==> config.mk <==
export PLATFORM = sky130hd
export DESIGN_NAME = branch_unit
export DESIGN_NICKNAME = d
export VERILOG_FILES = /design/src/logic/branch_pkg.sv /design/src/logic/branch_write_if.sv /design/src/logic/branch_unit.sv /design/src/logic/branch_check.sv /design/src/logic/branch_table.sv
export SDC_FILE = /design/constraint.sdc
export NUM_CORES = 1
export LEC_CHECK = 0
export BUFFER_PORTS_ARGS = -buffer_cell sky130_fd_sc_hd__buf_2
export CAP_MARGIN = 30
export CORE_AREA = 2 2 200 202
export CTS_BUF_LIST = sky130_fd_sc_hd__clkbuf_4 sky130_fd_sc_hd__clkbuf_8
export DETAILED_ROUTE_END_ITERATION = 12
export DIE_AREA = 0 0 202 204
export GPL_TIMING_DRIVEN = 0
export PLACE_DENSITY_LB_ADDON = 0.1
export SLEW_MARGIN = 10
export SYNTH_ARGS = -nofsm -noshare
export SYNTH_HDL_FRONTEND = slang
export SYNTH_SLANG_ARGS = --single-unit
==> constraint.sdc <==
create_clock -name clock -period 2.5 [get_ports clock]
set_clock_uncertainty 0.05 [all_clocks]
set_input_delay 0.375 -clock clock [delete_from_list [all_inputs] [get_ports clock]]
set_output_delay 0.375 -clock clock [all_outputs]
set_load 0.05 [all_outputs]
==> src/logic/branch_pkg.sv <==
/*
 * branch unit shared definitions
 * field widths and condition code encoding for the branch entries
 */

package branch_pkg;

    // a program counter addresses one instruction word
    localparam int PC_WIDTH = 10;

    // result flags of one thread's previous instruction
    localparam int FLAGS_WIDTH = 8;
    localparam int FLAG_SEL_WIDTH = $clog2(FLAGS_WIDTH);

    // ----------------------------------------
    // condition codes
    // ----------------------------------------
    localparam int COND_WIDTH = 4;

    localparam logic [COND_WIDTH-1:0] COND_NEVER = 4'd0;
    localparam logic [COND_WIDTH-1:0] COND_ALWAYS = 4'd1;

    // codes from the base upwards each pick one flag bit, the rest never jump
    localparam logic [COND_WIDTH-1:0] COND_FLAG_BASE = 4'd2;
    localparam logic [COND_WIDTH-1:0] COND_FLAG_LAST = COND_FLAG_BASE + COND_WIDTH'(FLAGS_WIDTH - 1);

    // width of an index into count items, never below one bit so that
    // a single thread or a single entry still gets a usable field
    function automatic int index_width(input int count);
        return (count > 1) ? $clog2(count) : 1;
    endfunction

endpackage
==> src/logic/branch_write_if.sv <==
/*
 * branch table write bus
 * ALU strobes, entry and thread address and the three data fields
 */

`timescale 1ns/1ps

interface branch_write_if
    import branch_pkg::*;
#(
    parameter int THREAD_COUNT = 8,
    parameter int ENTRY_COUNT = 2
);

    localparam int THREAD_ADDR_WIDTH = index_width(THREAD_COUNT);
    localparam int ENTRY_ADDR_WIDTH = index_width(ENTRY_COUNT);

    // one strobe per field, so the ALU can update a single field of an entry
    logic wren_origin;
    logic wren_destination;
    logic wren_condition;

    // entry index sits above the thread number
    logic [ENTRY_ADDR_WIDTH+THREAD_ADDR_WIDTH-1:0] write_addr;

    logic [PC_WIDTH-1:0] write_origin;
    logic [PC_WIDTH-1:0] write_destination;
    logic [COND_WIDTH-1:0] write_condition;

    modport source (
        output wren_origin, wren_destination, wren_condition,
        output write_addr, write_origin, write_destination, write_condition
    );

    modport sink (
        input wren_origin, wren_destination, wren_condition,
        input write_addr, write_origin, write_destination, write_condition
    );

endinterface

==> src/logic/branch_unit.sv <==
/*
 * barrel processor branch unit
 * per-thread branch entries checked every cycle against the issuing
 * thread, results OR-reduced into one destination and jump
 */

`timescale 1ns/1ps

module branch_unit
    import branch_pkg::*;
#(
    parameter int THREAD_COUNT = 8,
    parameter int ENTRY_COUNT = 2,
    localparam int THREAD_ADDR_WIDTH = index_width(THREAD_COUNT),
    localparam int ENTRY_ADDR_WIDTH = index_width(ENTRY_COUNT),
    localparam int WRITE_ADDR_WIDTH = ENTRY_ADDR_WIDTH + THREAD_ADDR_WIDTH
)
(
    input  logic                            clock,
    input  logic                            rst_n,

    // state of the issuing thread
    input  logic [PC_WIDTH-1:0]             pc,
    input  logic [FLAGS_WIDTH-1:0]          flags,
    input  logic                            io_ready_previous,
    input  logic                            jump_previous,

    // ALU writes into the branch tables
    input  logic                            wren_origin,
    input  logic                            wren_destination,
    input  logic                            wren_condition,
    input  logic [WRITE_ADDR_WIDTH-1:0]     write_addr,
    input  logic [PC_WIDTH-1:0]             write_origin,
    input  logic [PC_WIDTH-1:0]             write_destination,
    input  logic [COND_WIDTH-1:0]           write_condition,

    output logic [THREAD_ADDR_WIDTH-1:0]    issue_thread,
    output logic [PC_WIDTH-1:0]             branch_destination,
    output logic                            jump
);

    logic [THREAD_ADDR_WIDTH-1:0] next_thread;

    logic [PC_WIDTH-1:0] entry_destination [ENTRY_COUNT];
    logic entry_jump [ENTRY_COUNT];

    // ----------------------------------------
    // thread rotation
    // ----------------------------------------

    // explicit wrap so a thread count that is not a power of two works too
    assign next_thread = (issue_thread == THREAD_ADDR_WIDTH'(THREAD_COUNT - 1))
                       ? '0 : issue_thread + 1'b1;

    always_ff @(posedge clock or negedge rst_n) begin
        if (!rst_n) begin
            issue_thread <= '0;
        end else begin
            issue_thread <= next_thread;
        end
    end

    // ----------------------------------------
    // write bus
    // ----------------------------------------

    branch_write_if #(
        .THREAD_COUNT   (THREAD_COUNT),
        .ENTRY_COUNT    (ENTRY_COUNT)
    ) write_bus ();

    assign write_bus.wren_origin = wren_origin;
    assign write_bus.wren_destination = wren_destination;
    assign write_bus.wren_condition = wren_condition;
    assign write_bus.write_addr = write_addr;
    assign write_bus.write_origin = write_origin;
    assign write_bus.write_destination = write_destination;
    assign write_bus.write_condition = write_condition;

    // ----------------------------------------
    // entries
    // ----------------------------------------

    for (genvar e = 0; e < ENTRY_COUNT; e++) begin : gen_entry
        logic [PC_WIDTH-1:0] origin;
        logic [PC_WIDTH-1:0] destination;
        logic [COND_WIDTH-1:0] condition;

        // reads one thread ahead so the fields match issue_thread
        branch_table #(
            .THREAD_COUNT   (THREAD_COUNT),
            .ENTRY_COUNT    (ENTRY_COUNT),
            .ENTRY_INDEX    (e)
        ) table_inst (
            .clock          (clock),
            .rst_n          (rst_n),
            .wr             (write_bus),
            .read_thread    (next_thread),
            .origin         (origin),
            .destination    (destination),
            .condition      (condition)
        );

        branch_check check_inst (
            .clock              (clock),
            .rst_n              (rst_n),
            .pc                 (pc),
            .flags              (flags),
            .io_ready_previous  (io_ready_previous),
            .jump_previous      (jump_previous),
            .origin             (origin),
            .destination        (destination),
            .condition          (condition),
            .destination_out    (entry_destination[e]),
            .jump               (entry_jump[e])
        );
    end

    // ----------------------------------------
    // OR-reduction
    // ----------------------------------------

    // an entry that does not jump outputs zeros, so a plain OR merges them
    always_comb begin
        branch_destination = '0;
        jump = 1'b0;
        for (int e = 0; e < ENTRY_COUNT; e++) begin
            branch_destination = branch_destination | entry_destination[e];
            jump = jump | entry_jump[e];
        end
    end

endmodule

==> src/logic/branch_check.sv <==
/*
 * branch entry check
 * two-stage match of pc against origin and condition against flags,
 * giving a masked destination and jump bit for later OR-reduction
 */

`timescale 1ns/1ps

module branch_check
    import branch_pkg::*;
(
    input  logic                    clock,
    input  logic                    rst_n,
    input  logic [PC_WIDTH-1:0]     pc,
    input  logic [FLAGS_WIDTH-1:0]  flags,
    input  logic                    io_ready_previous,
    input  logic                    jump_previous,
    input  logic [PC_WIDTH-1:0]     origin,
    input  logic [PC_WIDTH-1:0]     destination,
    input  logic [COND_WIDTH-1:0]   condition,
    output logic [PC_WIDTH-1:0]     destination_out,
    output logic                    jump
);

    logic hit;
    logic cond_bit;
    logic [COND_WIDTH-1:0] flag_offset;

    logic hit_s1;
    logic cond_bit_s1;
    logic io_ready_s1;
    logic jump_previous_s1;
    logic [PC_WIDTH-1:0] destination_s1;

    logic decision;
    logic jump_next;

    // ----------------------------------------
    // stage 1 matches origin and condition
    // ----------------------------------------

    assign hit = (pc == origin);

    // offset of the flag bit for the flag codes, ignored for the others
    assign flag_offset = condition - COND_FLAG_BASE;

    always_comb begin
        if (condition == COND_NEVER) begin
            cond_bit = 1'b0;
        end else if (condition == COND_ALWAYS) begin
            cond_bit = 1'b1;
        end else if (condition <= COND_FLAG_LAST) begin
            cond_bit = flags[flag_offset[FLAG_SEL_WIDTH-1:0]];
        end else begin
            // codes past the last flag code are spare and behave as never
            cond_bit = 1'b0;
        end
    end

    // the destination is dropped here already on a miss, so stage 2
    // only has to apply the condition
    always_ff @(posedge clock or negedge rst_n) begin
        if (!rst_n) begin
            hit_s1 <= 1'b0;
            cond_bit_s1 <= 1'b0;
            io_ready_s1 <= 1'b0;
            jump_previous_s1 <= 1'b0;
            destination_s1 <= '0;
        end else begin
            hit_s1 <= hit;
            cond_bit_s1 <= cond_bit;
            io_ready_s1 <= io_ready_previous;
            jump_previous_s1 <= jump_previous;
            destination_s1 <= hit ? destination : '0;
        end
    end

    // ----------------------------------------
    // stage 2 applies the I/O override and final mask
    // ----------------------------------------

    // if the previous instruction was not I/O ready it gets reissued,
    // and its flags are stale, so the earlier jump decision is reused
    assign decision = io_ready_s1 ? cond_bit_s1 : jump_previous_s1;

    // jump needs both the origin hit and a true decision
    assign jump_next = decision & hit_s1;

    always_ff @(posedge clock or negedge rst_n) begin
        if (!rst_n) begin
            jump <= 1'b0;
            destination_out <= '0;
        end else begin
            jump <= jump_next;
            // zeros from a non-jumping entry leave the OR at the top intact
            destination_out <= jump_next ? destination_s1 : '0;
        end
    end

endmodule

==> src/logic/branch_table.sv <==
/*
 * branch entry table
 * holds origin, destination and condition of one entry for every thread
 */

`timescale 1ns/1ps

module branch_table
    import branch_pkg::*;
#(
    parameter int THREAD_COUNT = 8,
    parameter int ENTRY_COUNT = 2,
    parameter int ENTRY_INDEX = 0
)
(
    input  logic                                    clock,
    input  logic                                    rst_n,
    branch_write_if.sink                            wr,
    input  logic [index_width(THREAD_COUNT)-1:0]    read_thread,
    output logic [PC_WIDTH-1:0]                     origin,
    output logic [PC_WIDTH-1:0]                     destination,
    output logic [COND_WIDTH-1:0]                   condition
);

    localparam int THREAD_ADDR_WIDTH = index_width(THREAD_COUNT);
    localparam int ENTRY_ADDR_WIDTH = index_width(ENTRY_COUNT);

    // one slot per thread for each field
    logic [PC_WIDTH-1:0] origin_mem [THREAD_COUNT];
    logic [PC_WIDTH-1:0] destination_mem [THREAD_COUNT];
    logic [COND_WIDTH-1:0] condition_mem [THREAD_COUNT];

    logic [ENTRY_ADDR_WIDTH-1:0] write_entry;
    logic [THREAD_ADDR_WIDTH-1:0] write_thread;
    logic entry_selected;

    // ----------------------------------------
    // write address decode
    // ----------------------------------------

    // upper bits pick the entry, lower bits the thread
    assign write_entry = wr.write_addr[THREAD_ADDR_WIDTH +: ENTRY_ADDR_WIDTH];
    assign write_thread = wr.write_addr[THREAD_ADDR_WIDTH-1:0];

    // all tables see every write, only the addressed entry takes it
    assign entry_selected = (write_entry == ENTRY_ADDR_WIDTH'(ENTRY_INDEX));

    // ----------------------------------------
    // storage
    // ----------------------------------------

    // a cleared slot has condition NEVER, so it can never branch
    always_ff @(posedge clock or negedge rst_n) begin
        if (!rst_n) begin
            for (int t = 0; t < THREAD_COUNT; t++) begin
                origin_mem[t] <= '0;
                destination_mem[t] <= '0;
                condition_mem[t] <= COND_NEVER;
            end
        end else if (entry_selected) begin
            if (wr.wren_origin) begin
                origin_mem[write_thread] <= wr.write_origin;
            end
            if (wr.wren_destination) begin
                destination_mem[write_thread] <= wr.write_destination;
            end
            if (wr.wren_condition) begin
                condition_mem[write_thread] <= wr.write_condition;
            end
        end
    end

    // the read is synchronous, so the caller addresses the thread that issues
    // next and the fields line up with the issuing thread one cycle later
    always_ff @(posedge clock or negedge rst_n) begin
        if (!rst_n) begin
            origin <= '0;
            destination <= '0;
            condition <= COND_NEVER;
        end else begin
            origin <= origin_mem[read_thread];
            destination <= destination_mem[read_thread];
            condition <= condition_mem[read_thread];
        end
    end

endmodule

==> flow_summary.yaml, run 1 <==
outcome:
  status: "finished clean"
die:
  core_area_mm2: 0.0392
  start_util_pct: 53.9
  fp.dieW_um: 202
  num_rows: 73
  pin_count: 67
  die_y_um: 204
  dieArea_mm2: 0.0412
finish:
  layout.cells.non_filler: 2040
  fin_nets: 1504
  drive_gt1_share_pct: 50.7
  nFillCells: 2906
  area_growth_pct: 15.7
yosys:
  yosysWarnings: 0
  synth.avg_cell_area_um2: 16.8
  synth_cells: 1262
  ys_types: 42
  syn_area_mm2: 0.0211
  syn_nets: 1317
  yosysSeqAreaShare_pct: 57.2
  ys_seq_elements: 483
cts:
  path_clk_slew_ns: 0.06
  insertion_delay_ns: 0.64
  clock-root-buffer: "clkbuf_8"
  cts.sinks: 483
  htree_levels: 3
  cts.path.max_buffers: 3
  cts_tree: "done"
  cts_buffers: 80
critical_path:
  ff2ff_setup_slack_ns: 0.05
  worstSetupPathType: "flop to flop"
  crit_required_ns: 2.96
  end_kind: "flop"
  rr_worst_depth: 6
  r2r-end: "gen_entry[1].table_inst.destination[3]$_DFF_PN0_"
  rr_startpoint: "issue_thread[0]$_DFF_PN0_"
  critPathBufInv: 2
  crit_fanout: 10
  max_stage_delay_ns: 0.60
  crit_chain: "ha_1 > ha_4 > buf_6 > buf_4 > mux4_1 > mux2_4"
  path_delay_family: "multiplexers"
  cpMaxStageDelayCell: "mux4_1"
  cp-start-kind: "flop"
  worstPathArrival_ns: 2.90
min_path:
  holdPathEnd: "gen_entry[1].table_inst.origin_mem[20]$_DFFE_PN0P_"
  hold_path.startpoint: "write_origin[0]"
  hold_path.class: "input pin to flop"
  whs_path_depth: 2
global_routing:
  grt_pass1_wl_um: 71300
  overflow: 0
  grt_pass1_vias: 11889
  antenna_found_initial: 3
  grt_max_degree: 116
  grtUsageTotal_pct: 23.2
place:
  place_congestion: 0.785
  dpl.hpwl_um: 29600
  dp.cells: 1855
  io_buffers: 62
sta:
  rsz0062_at_grt: "false"
  finalHoldViolCount: 0
  worst_pin_slew_ns: 0.939
  relSlewSlack_pct: 37.4
  post-route-period-util_pct: 97.8
  layout_min_cycle_time_ns: 2.45
  hold_slack_ns: 0.0643
  setup_viol: 0
  max_freq_mhz: 409
  final-max-slew-violation-count: 0
routing:
  drtIter0Drc: 565
  vias: 11459
  drt_wl_total_um: 45900
  first_pass_iters: 5
  wl_per_cell_um: 22.5
  drt-vias-per-instance: 5.62
  antenna_left: 0
  route.detailed.drc: 0
pwr:
  power.density_mw_per_mm2: 846
  max-vdd-ir-drop_v: 0.000462
  p_leak_nw: 11.0
flow_run:
  drv_cap: 0
synthesized netlist by cell type:
master	count	area, um2
dfrtp_1	483	12100
mux2_2	328	3690
mux4_2	90	2030
mux2_1	66	743
and2_1	40	250
mux2_4	38	571
clkbuf_1	34	128
buf_2	18	90.1
nor2_1	16	60.1
nor2_8	16	320
xnor2_1	16	140
nor2_4	11	124
or2_2	11	68.8
nand2_1	10	37.5
nand2b_1	8	50.1
a21oi_1	6	30.0
mux4_1	6	158
nand3_2	6	60.1
nand4_1	6	37.5
o21ai_0	6	30.0
buf_12	5	100
nand2_4	5	56.3
xor2_1	4	35.0
buf_4	3	22.5
nand3_1	3	15.0
a21boi_0	2	15.0
buf_6	2	22.5
ha_1	2	25.0
inv_1	2	7.51
mux2i_1	2	20.0
nand3b_1	2	15.0
nor2b_1	2	12.5
nor4_1	2	12.5
o22ai_1	2	12.5
or3_1	2	12.5
and2b_1	1	7.51
and2b_2	1	8.76
and2b_4	1	10.0
buf_1	1	3.75
nor2_2	1	6.26
nor3b_1	1	7.51
or2_1	1	6.26
metrics by stage:
step | worst slack, ns | setup TNS [ns] | total power (W) | utilization, % | area, um2
finish | 0.0545 | 0 | 0.0207 | 62.4 | 24500
global placement | -9.39 | -4151.30 | 0.0131 | 56.4 | 22100
global route | 0.0104 | 0 | 0.0217 | 62.4 | 24500
detailed placement | -0.520 | -21.14 | 0.0133 | 56.8 | 22300
CTS | 0.00151 | 0 | 0.0209 | 62.2 | 24400
floorplan | 0.00109 | 0 | 0.0124 | - | 21100
worst max path at each step:
stage	startpoint	end	slack, ns	cells after the start
after floorplan	issue_thread[1]$_DFF_PN0_	gen_entry[0].table_inst.destination[8]$_DFF_PN0_	0.001	6
after global placement	rst_n	issue_thread[0]$_DFF_PN0_	-9.39	1
after detailed placement	issue_thread[0]$_DFF_PN0_	gen_entry[0].table_inst.destination[9]$_DFF_PN0_	-0.52	7
after CTS	issue_thread[0]$_DFF_PN0_	gen_entry[1].table_inst.origin[7]$_DFF_PN0_	0.002	7
after global routing	issue_thread[0]$_DFF_PN0_	gen_entry[0].table_inst.condition[2]$_DFF_PN0_	0.01	7
final	issue_thread[0]$_DFF_PN0_	gen_entry[1].table_inst.destination[3]$_DFF_PN0_	0.05	6
cell type report:
class / instances / area [um2] / share of cell area, %
clock buffer: 138 / 1680 / 6.87
sequential: 483 / 12100 / 49.4
tap: 525 / 657 / 2.69
multi-input combinational: 714 / 8700 / 35.6
clock inverter: 9 / 103 / 0.420
timing repair buffer: 105 / 813 / 3.33
inverter: 2 / 7.51 / 0.0307
antenna: 1 / 2.50 / 0.0102
buffer: 63 / 410 / 1.68
worst register-to-register path: cells and delay by family, from the launching register on:
family                   cells  cell delay (ns)
buffers and inverters        2             0.40
flip-flops                   1             0.44
multiplexers                 2             0.91
adder cells (fa/ha/maj)      2             0.52
per-layer routing:
metal	share of wire [%]	vias to the layer above	GRT usage (%)
li1	-	5013	-
met1	47	6109	33.8
met2	46	246	35.2
met3	4.9	89	4.78
met4	2.5	2	7.48
met5	0.028	-	0
cell families (layout without fill, tap and decap cells):
family | count (synthesis) | after routing | synth area share [%]
buffers and inverters | 65 | 317 | 1.77
AND/OR/NAND/NOR | 146 | 146 | 5.58
AO/OA/AOI/OAI | 16 | 16 | 0.414
multiplexers | 530 | 530 | 34.1
other | 0 | 1 | 0
adder cells (fa/ha/maj) | 2 | 2 | 0.118
flip-flops | 483 | 483 | 57.2
XOR/XNOR | 20 | 20 | 0.829
cells in the final DEF (no fill, tap or decap), types with 5 or more instances in the layout:
| cell | count |
|---|---|
| a21oi_1 | 6 |
| mux2_2 | 328 |
| and2_1 | 40 |
| nand2b_1 | 8 |
| mux4_2 | 90 |
| nand2_1 | 10 |
| clkbuf_4 | 35 |
| clkbuf_1 | 30 |
| buf_12 | 5 |
| nor2_8 | 16 |
| nand2_4 | 5 |
| dlygate4sd3_1 | 26 |
| dfrtp_1 | 482 |
| nor2_1 | 16 |
| mux4_1 | 6 |
| buf_6 | 7 |
| or2_2 | 11 |
| buf_2 | 68 |
| o21ai_0 | 6 |
| xnor2_1 | 16 |
| nand4_1 | 6 |
| buf_4 | 21 |
| nand3_2 | 6 |
| mux2_1 | 66 |
| nor2_4 | 12 |
| mux2_4 | 38 |
| clkbuf_8 | 103 |
power breakdown:
part	switching, W	total [W]	leakage [nW]	internal (W)
logic	0.00102	0.00289	4.06	0.00187
registers	0.000823	0.0103	6.00	0.00946
clock network	0.00311	0.00752	0.946	0.00442
sequential cells by signal, indices dropped and copies added, names as in the netlist:
signal,flops
gen_entry.check_inst.io_ready_s1,1
gen_entry.table_inst.condition,8
gen_entry.check_inst.jump,2
gen_entry.check_inst.cond_bit_s1,2
gen_entry.table_inst.origin_mem,160
gen_entry.check_inst.jump_previous_s1,1
issue_thread,3
gen_entry.check_inst.hit_s1,2
gen_entry.check_inst.destination_out,20
gen_entry.check_inst.destination_s1,20
gen_entry.table_inst.destination,20
gen_entry.table_inst.condition_mem,64
gen_entry.table_inst.origin,20
gen_entry.table_inst.destination_mem,160
timing repair:
action	in CTS	in global routing
hold buffers	26	0
gates resized for setup	16	4
cloned	0	1
setup buffers	6	4
hold endpoints to repair	204	0
setup endpoints to repair	47	22
pin swaps	1	0
Power figures use the tool's default switching activity.
==> run 2: changes to the inputs <==
- MAX_ROUTING_LAYER: not set -> met4
==> flow_summary.yaml, run 2 (synthesized netlist as in run 1, its figures left out) <==
outcome:
  status: "finished clean"
critical_path:
  crit_start: "issue_thread[0]$_DFF_PN0_"
  cpMaxStageDelayCell: "mux4_1"
  rr_startpoint: "issue_thread[0]$_DFF_PN0_"
  crit_chain: "ha_1 > ha_4 > buf_6 > buf_4 > mux4_1 > mux2_4"
  worstSetupPathType: "flop to flop"
  crit_required_ns: 2.95
  end_kind: "flop"
  crit_fanout: 10
  cp-start-kind: "flop"
  max_stage_delay_ns: 0.60
  worstPathArrival_ns: 2.90
sta:
  max_freq_mhz: 408
  rsz0062_at_grt: "false"
  hold_slack_ns: 0.0757
  worst_pin_slew_ns: 0.924
  post-route-period-util_pct: 98.0
  finalHoldViolCount: 0
  layout_min_cycle_time_ns: 2.45
  relSlewSlack_pct: 38.4
  final-max-slew-violation-count: 0
  setup_viol: 0
die:
  fp.dieW_um: 202
  num_rows: 73
  core_area_mm2: 0.0392
  dieArea_mm2: 0.0412
  die_y_um: 204
  pin_count: 67
  start_util_pct: 53.9
pwr:
  p_leak_nw: 11.0
  max-vdd-ir-drop_v: 0.000462
  power.density_mw_per_mm2: 845
  total_power_w: 0.0207
routing:
  antenna_left: 0
  route.detailed.drc: 0
  wl_per_cell_um: 22.4
  top_layer_used: "met4"
  routed-wl-met3_um: 2030
  drt-vias-per-instance: 5.60
  met1_length_um: 21500
  drt_wl_total_um: 45700
  vias: 11427
  route.met2.wl_um: 21000
  drtIter0Drc: 601
  first_pass_iters: 5
place:
  post_dp_cell_area_mm2: 0.0223
  dpl.hpwl_um: 29600
  dp.cells: 1855
  place_congestion: 0.795
  io_buffers: 62
cts:
  cts_buffers: 80
  cts_tree: "done"
  path_clk_slew_ns: 0.06
  cts.path.max_buffers: 3
  clock-root-buffer: "clkbuf_8"
  insertion_delay_ns: 0.63
  htree_levels: 3
  cts.sinks: 483
global_routing:
  overflow: 0
  grt_pass1_vias: 11871
  antenna_found_initial: 3
  grt_pass1_wl_um: 71300
  grt_max_degree: 116
  grtUsageTotal_pct: 23.9
finish:
  layout.cells.non_filler: 2041
  fin_nets: 1504
  drive_gt1_share_pct: 50.7
  mostFrequentLayoutCells: "482 x dfrtp_1, 328 x mux2_2, 103 x clkbuf_8"
  layout_commonest_cell: "dfrtp_1"
  stdcell_area_mm2: 0.0245
  reg_top3: "gen_entry.table_inst.destination_mem (160), gen_entry.table_inst.origin_mem (160), gen_entry.table_inst.condition_mem (64)"
  area_growth_pct: 15.7
min_path:
  hold_path.startpoint: "write_origin[0]"
  hold_path.class: "input pin to flop"
flow_run:
  drv_cap: 0
run 2: cell count changes in the layout (fill, tap and decap cells not counted), sizes merged:
cell,before,now
diode,1,2
run 2: report_power, final:
part | leakage [nW] | internal (W) | total [W] | switching (W)
registers | 6.00 | 0.00946 | 0.0103 | 0.000824
logic | 4.06 | 0.00187 | 0.00289 | 0.00102
clock network | 0.946 | 0.00442 | 0.00750 | 0.00308
run 2: timing repair:
item                                    CTS  global route
setup buffers                             6             4
resized for setup                        16             4
pin swaps                                 1             0
endpoints found under the hold margin   204             0
endpoints found under the setup margin   47            22
hold buffers                             26             0
gates cloned                              0             1
run 2: path summary, 6_finish.rpt:
path                                                                            to  slack, ns  depth (start not counted)
min in group asynchronous       gen_entry[0].table_inst.origin_mem[43]$_DFFE_PN0P_       0.26                          2
setup reg to reg                  gen_entry[1].table_inst.destination[3]$_DFF_PN0_       0.05                          6
setup / recovery                  gen_entry[1].table_inst.destination[3]$_DFF_PN0_       0.05                          6
max in group asynchronous  gen_entry[0].table_inst.destination_mem[48]$_DFFE_PN0P_       0.75                          4
hold / removal                  gen_entry[1].table_inst.origin_mem[20]$_DFFE_PN0P_       0.08                          2
hold reg to reg                gen_entry[1].check_inst.destination_s1[1]$_DFF_PN0_       0.40                          1
run 2: metal layers:
metal  vias to the layer above  track usage (%)
li1                       5027                -
met1                      6097             33.8
met2                       213             35.2
met3                        90             4.77
met4                         0             7.48
met5                         -                -
run 2: area by class of cell:
| class | count | area [um2] |
|---|---|---|
| tap | 525 | 657 |
| multi-input combinational | 714 | 8700 |
| clock inverter | 9 | 103 |
| fill | 2906 | 14700 |
| sequential | 483 | 12100 |
| inverter | 2 | 7.51 |
| buffer | 63 | 410 |
| clock buffer | 138 | 1680 |
| timing repair buffer | 105 | 813 |
| antenna | 2 | 5.00 |
run 2: critical path, delay by kind of cell (launching register included):
kind	cells	cell delay, ns
buffers and inverters	2	0.40
adders and majority gates	2	0.52
DFF	1	0.44
muxes	2	0.90
run 2: through the flow:
stage	setup WS [ns]	setup TNS, ns	utilization, %
6_report	0.0508	0	62.4
5_1_grt	0.00776	0	62.4
4_1_cts	0.00151	0	62.2
3_5_place_dp	-0.520	-21.14	56.8
3_3_place_gp	-9.39	-4151.30	56.4
2_1_floorplan	0.00109	0	-
==> run 3: changes to the inputs <==
- CORE_AREA: 2 2 200 202 -> 4 4 193 195
- DIE_AREA: 0 0 202 204 -> 0 0 197 199
==> flow_summary.yaml, run 3 (synthesized netlist as in run 1, its figures left out) <==
finish:
  reg_top3: "gen_entry.table_inst.destination_mem (160), gen_entry.table_inst.origin_mem (160), gen_entry.table_inst.condition_mem (64)"
  layout_commonest_cell: "dfrtp_1"
  mostFrequentLayoutCells: "482 x dfrtp_1, 328 x mux2_2, 107 x clkbuf_8"
  fin_util_pct: 68.5
  drive_gt1_share_pct: 50.4
  stdcell_area_mm2: 0.0242
  nFillCells: 2443
  area_growth_pct: 14.6
  fin_nets: 1493
global_routing:
  grt_pass1_wl_um: 72200
  overflow: 0
  grtUsageTotal_pct: 25.0
  antenna_found_initial: 1
  grt_pass1_vias: 12311
  grt_max_degree: 117
routing:
  top_layer_used: "met4"
  met1_length_um: 20900
  antenna_left: 0
  drtIter0Drc: 523
  route.detailed.drc: 0
  vias: 11294
  drt_wl_total_um: 45000
  first_pass_iters: 4
  route.met2.wl_um: 21400
  wl_per_cell_um: 23.0
  routed-wl-met3_um: 1910
  drt-vias-per-instance: 5.76
sta:
  layout_min_cycle_time_ns: 2.44
  final-max-slew-violation-count: 0
  rsz0062_at_grt: "false"
  relSlewSlack_pct: 42.8
  max_freq_mhz: 410
  setup_viol: 0
  worst_pin_slew_ns: 0.850
  post-route-period-util_pct: 97.5
  hold_slack_ns: 0.0484
  setup-tns-final_ns: 0
  finalHoldViolCount: 0
critical_path:
  path_delay_family: "multiplexers"
  cp-start-kind: "flop"
  max_stage_delay_ns: 0.55
  rr_startpoint: "issue_thread[0]$_DFF_PN0_"
  crit_chain: "ha_1 > ha_1 > buf_6 > buf_4 > mux4_2 > mux2_2"
  crit_path_frequent_cell: "ha_1"
  crit_required_ns: 2.94
  crit_fanout: 10
  cpMaxStageDelayCell: "mux4_2"
  crit_start: "issue_thread[0]$_DFF_PN0_"
  end_kind: "flop"
  worstSetupPathType: "flop to flop"
  critPathBufInv: 2
  worstPathArrival_ns: 2.88
die:
  dieArea_mm2: 0.0392
  die_y_um: 199
  start_util_pct: 59.7
  core_area_mm2: 0.0354
  fp.dieW_um: 197
  pin_count: 67
  num_rows: 69
place:
  post_dp_cell_area_mm2: 0.0222
  io_buffers: 62
  place_congestion: 0.862
  dpl.hpwl_um: 29800
cts:
  cts_buffers: 80
  cts.path.max_buffers: 3
  path_clk_slew_ns: 0.06
  cts.sinks: 483
  insertion_delay_ns: 0.63
  htree_levels: 3
  cts_tree: "done"
  clock-root-buffer: "clkbuf_8"
pwr:
  total_power_w: 0.0206
  p_leak_nw: 10.9
  power.density_mw_per_mm2: 848
  max-vdd-ir-drop_v: 0.000618
min_path:
  hold_path.startpoint: "write_origin[2]"
  hold_path.class: "input pin to flop"
outcome:
  status: "finished clean"
flow_run:
  drv_cap: 0
==> run 3: cell count changes in the layout (fill, tap and decap cells not counted), sizes merged <==
cell	previous run	this run
buf	107	100
clkbuf	173	168
clkinv	4	7
clkinvlp	3	0
dlygate4sd3	26	23
bufinv	2	1
diode	2	1
inv	2	3
==> run 3: final timing paths <==
check,endpoint,slack [ns],depth (start not counted)
setup / recovery,gen_entry[1].table_inst.origin[9]$_DFF_PN0_,0.06,6
hold / removal,gen_entry[1].table_inst.origin_mem[22]$_DFFE_PN0P_,0.05,2
setup reg to reg,gen_entry[1].table_inst.origin[9]$_DFF_PN0_,0.06,6
hold reg to reg,gen_entry[1].check_inst.destination_s1[3]$_DFF_PN0_,0.39,1
max in group asynchronous,gen_entry[1].table_inst.destination_mem[75]$_DFFE_PN0P_,0.69,4
min in group asynchronous,gen_entry[0].table_inst.origin_mem[55]$_DFFE_PN0P_,0.27,2
==> run 3: layout make-up <==
cell class	instances	area, um2	share of cell area [%]
Tap cell	461	577	2.38
Antenna cell	1	2.50	0.0103
Buffer	63	403	1.66
Multi-Input combinational cell	714	8680	35.8
Clock inverter	9	73.8	0.305
Clock buffer	134	1680	6.91
Inverter	2	7.51	0.0310
Sequential cell	483	12100	49.9
Timing Repair Buffer	94	721	2.97
==> run 3: per-stage QoR <==
| step | std cells | setup slack (ns) |
|---|---|---|
| after floorplan | 1262 | 0.00109 |
| after global placement | 1785 | -9.38 |
| after detailed placement | 1792 | -0.540 |
| after CTS | 1960 | 0.0470 |
| after global routing | 1961 | 0.00176 |
| final | 1961 | 0.0614 |
==> run 3: power by group <==
group | total [W] | internal [W] | switching (W) | leakage, nW
Combinational | 0.00288 | 0.00187 | 0.00101 | 4.01
Sequential | 0.0103 | 0.00946 | 0.000837 | 6.00
Clock | 0.00737 | 0.00431 | 0.00306 | 0.940
Total | 0.0206 | 0.0156 | 0.00491 | 10.9
==> run 3: repair_timing <==
item                       4_1_cts  5_1_grt
hold buffers                    23        0
setup endpoints to repair       47        2
resized for setup               16        1
buffers inserted                 2        0
cloned                           0        0
pin swaps                        1        0
hold endpoints to repair       190        0
==> run 3: per-layer routing <==
layer / global-route usage (%) / vias to the layer above
li1: - / 4991
met3: 5.08 / 77
met5: - / -
met1: 35.3 / 6010
met2: 37.9 / 216
met4: 6.60 / 0
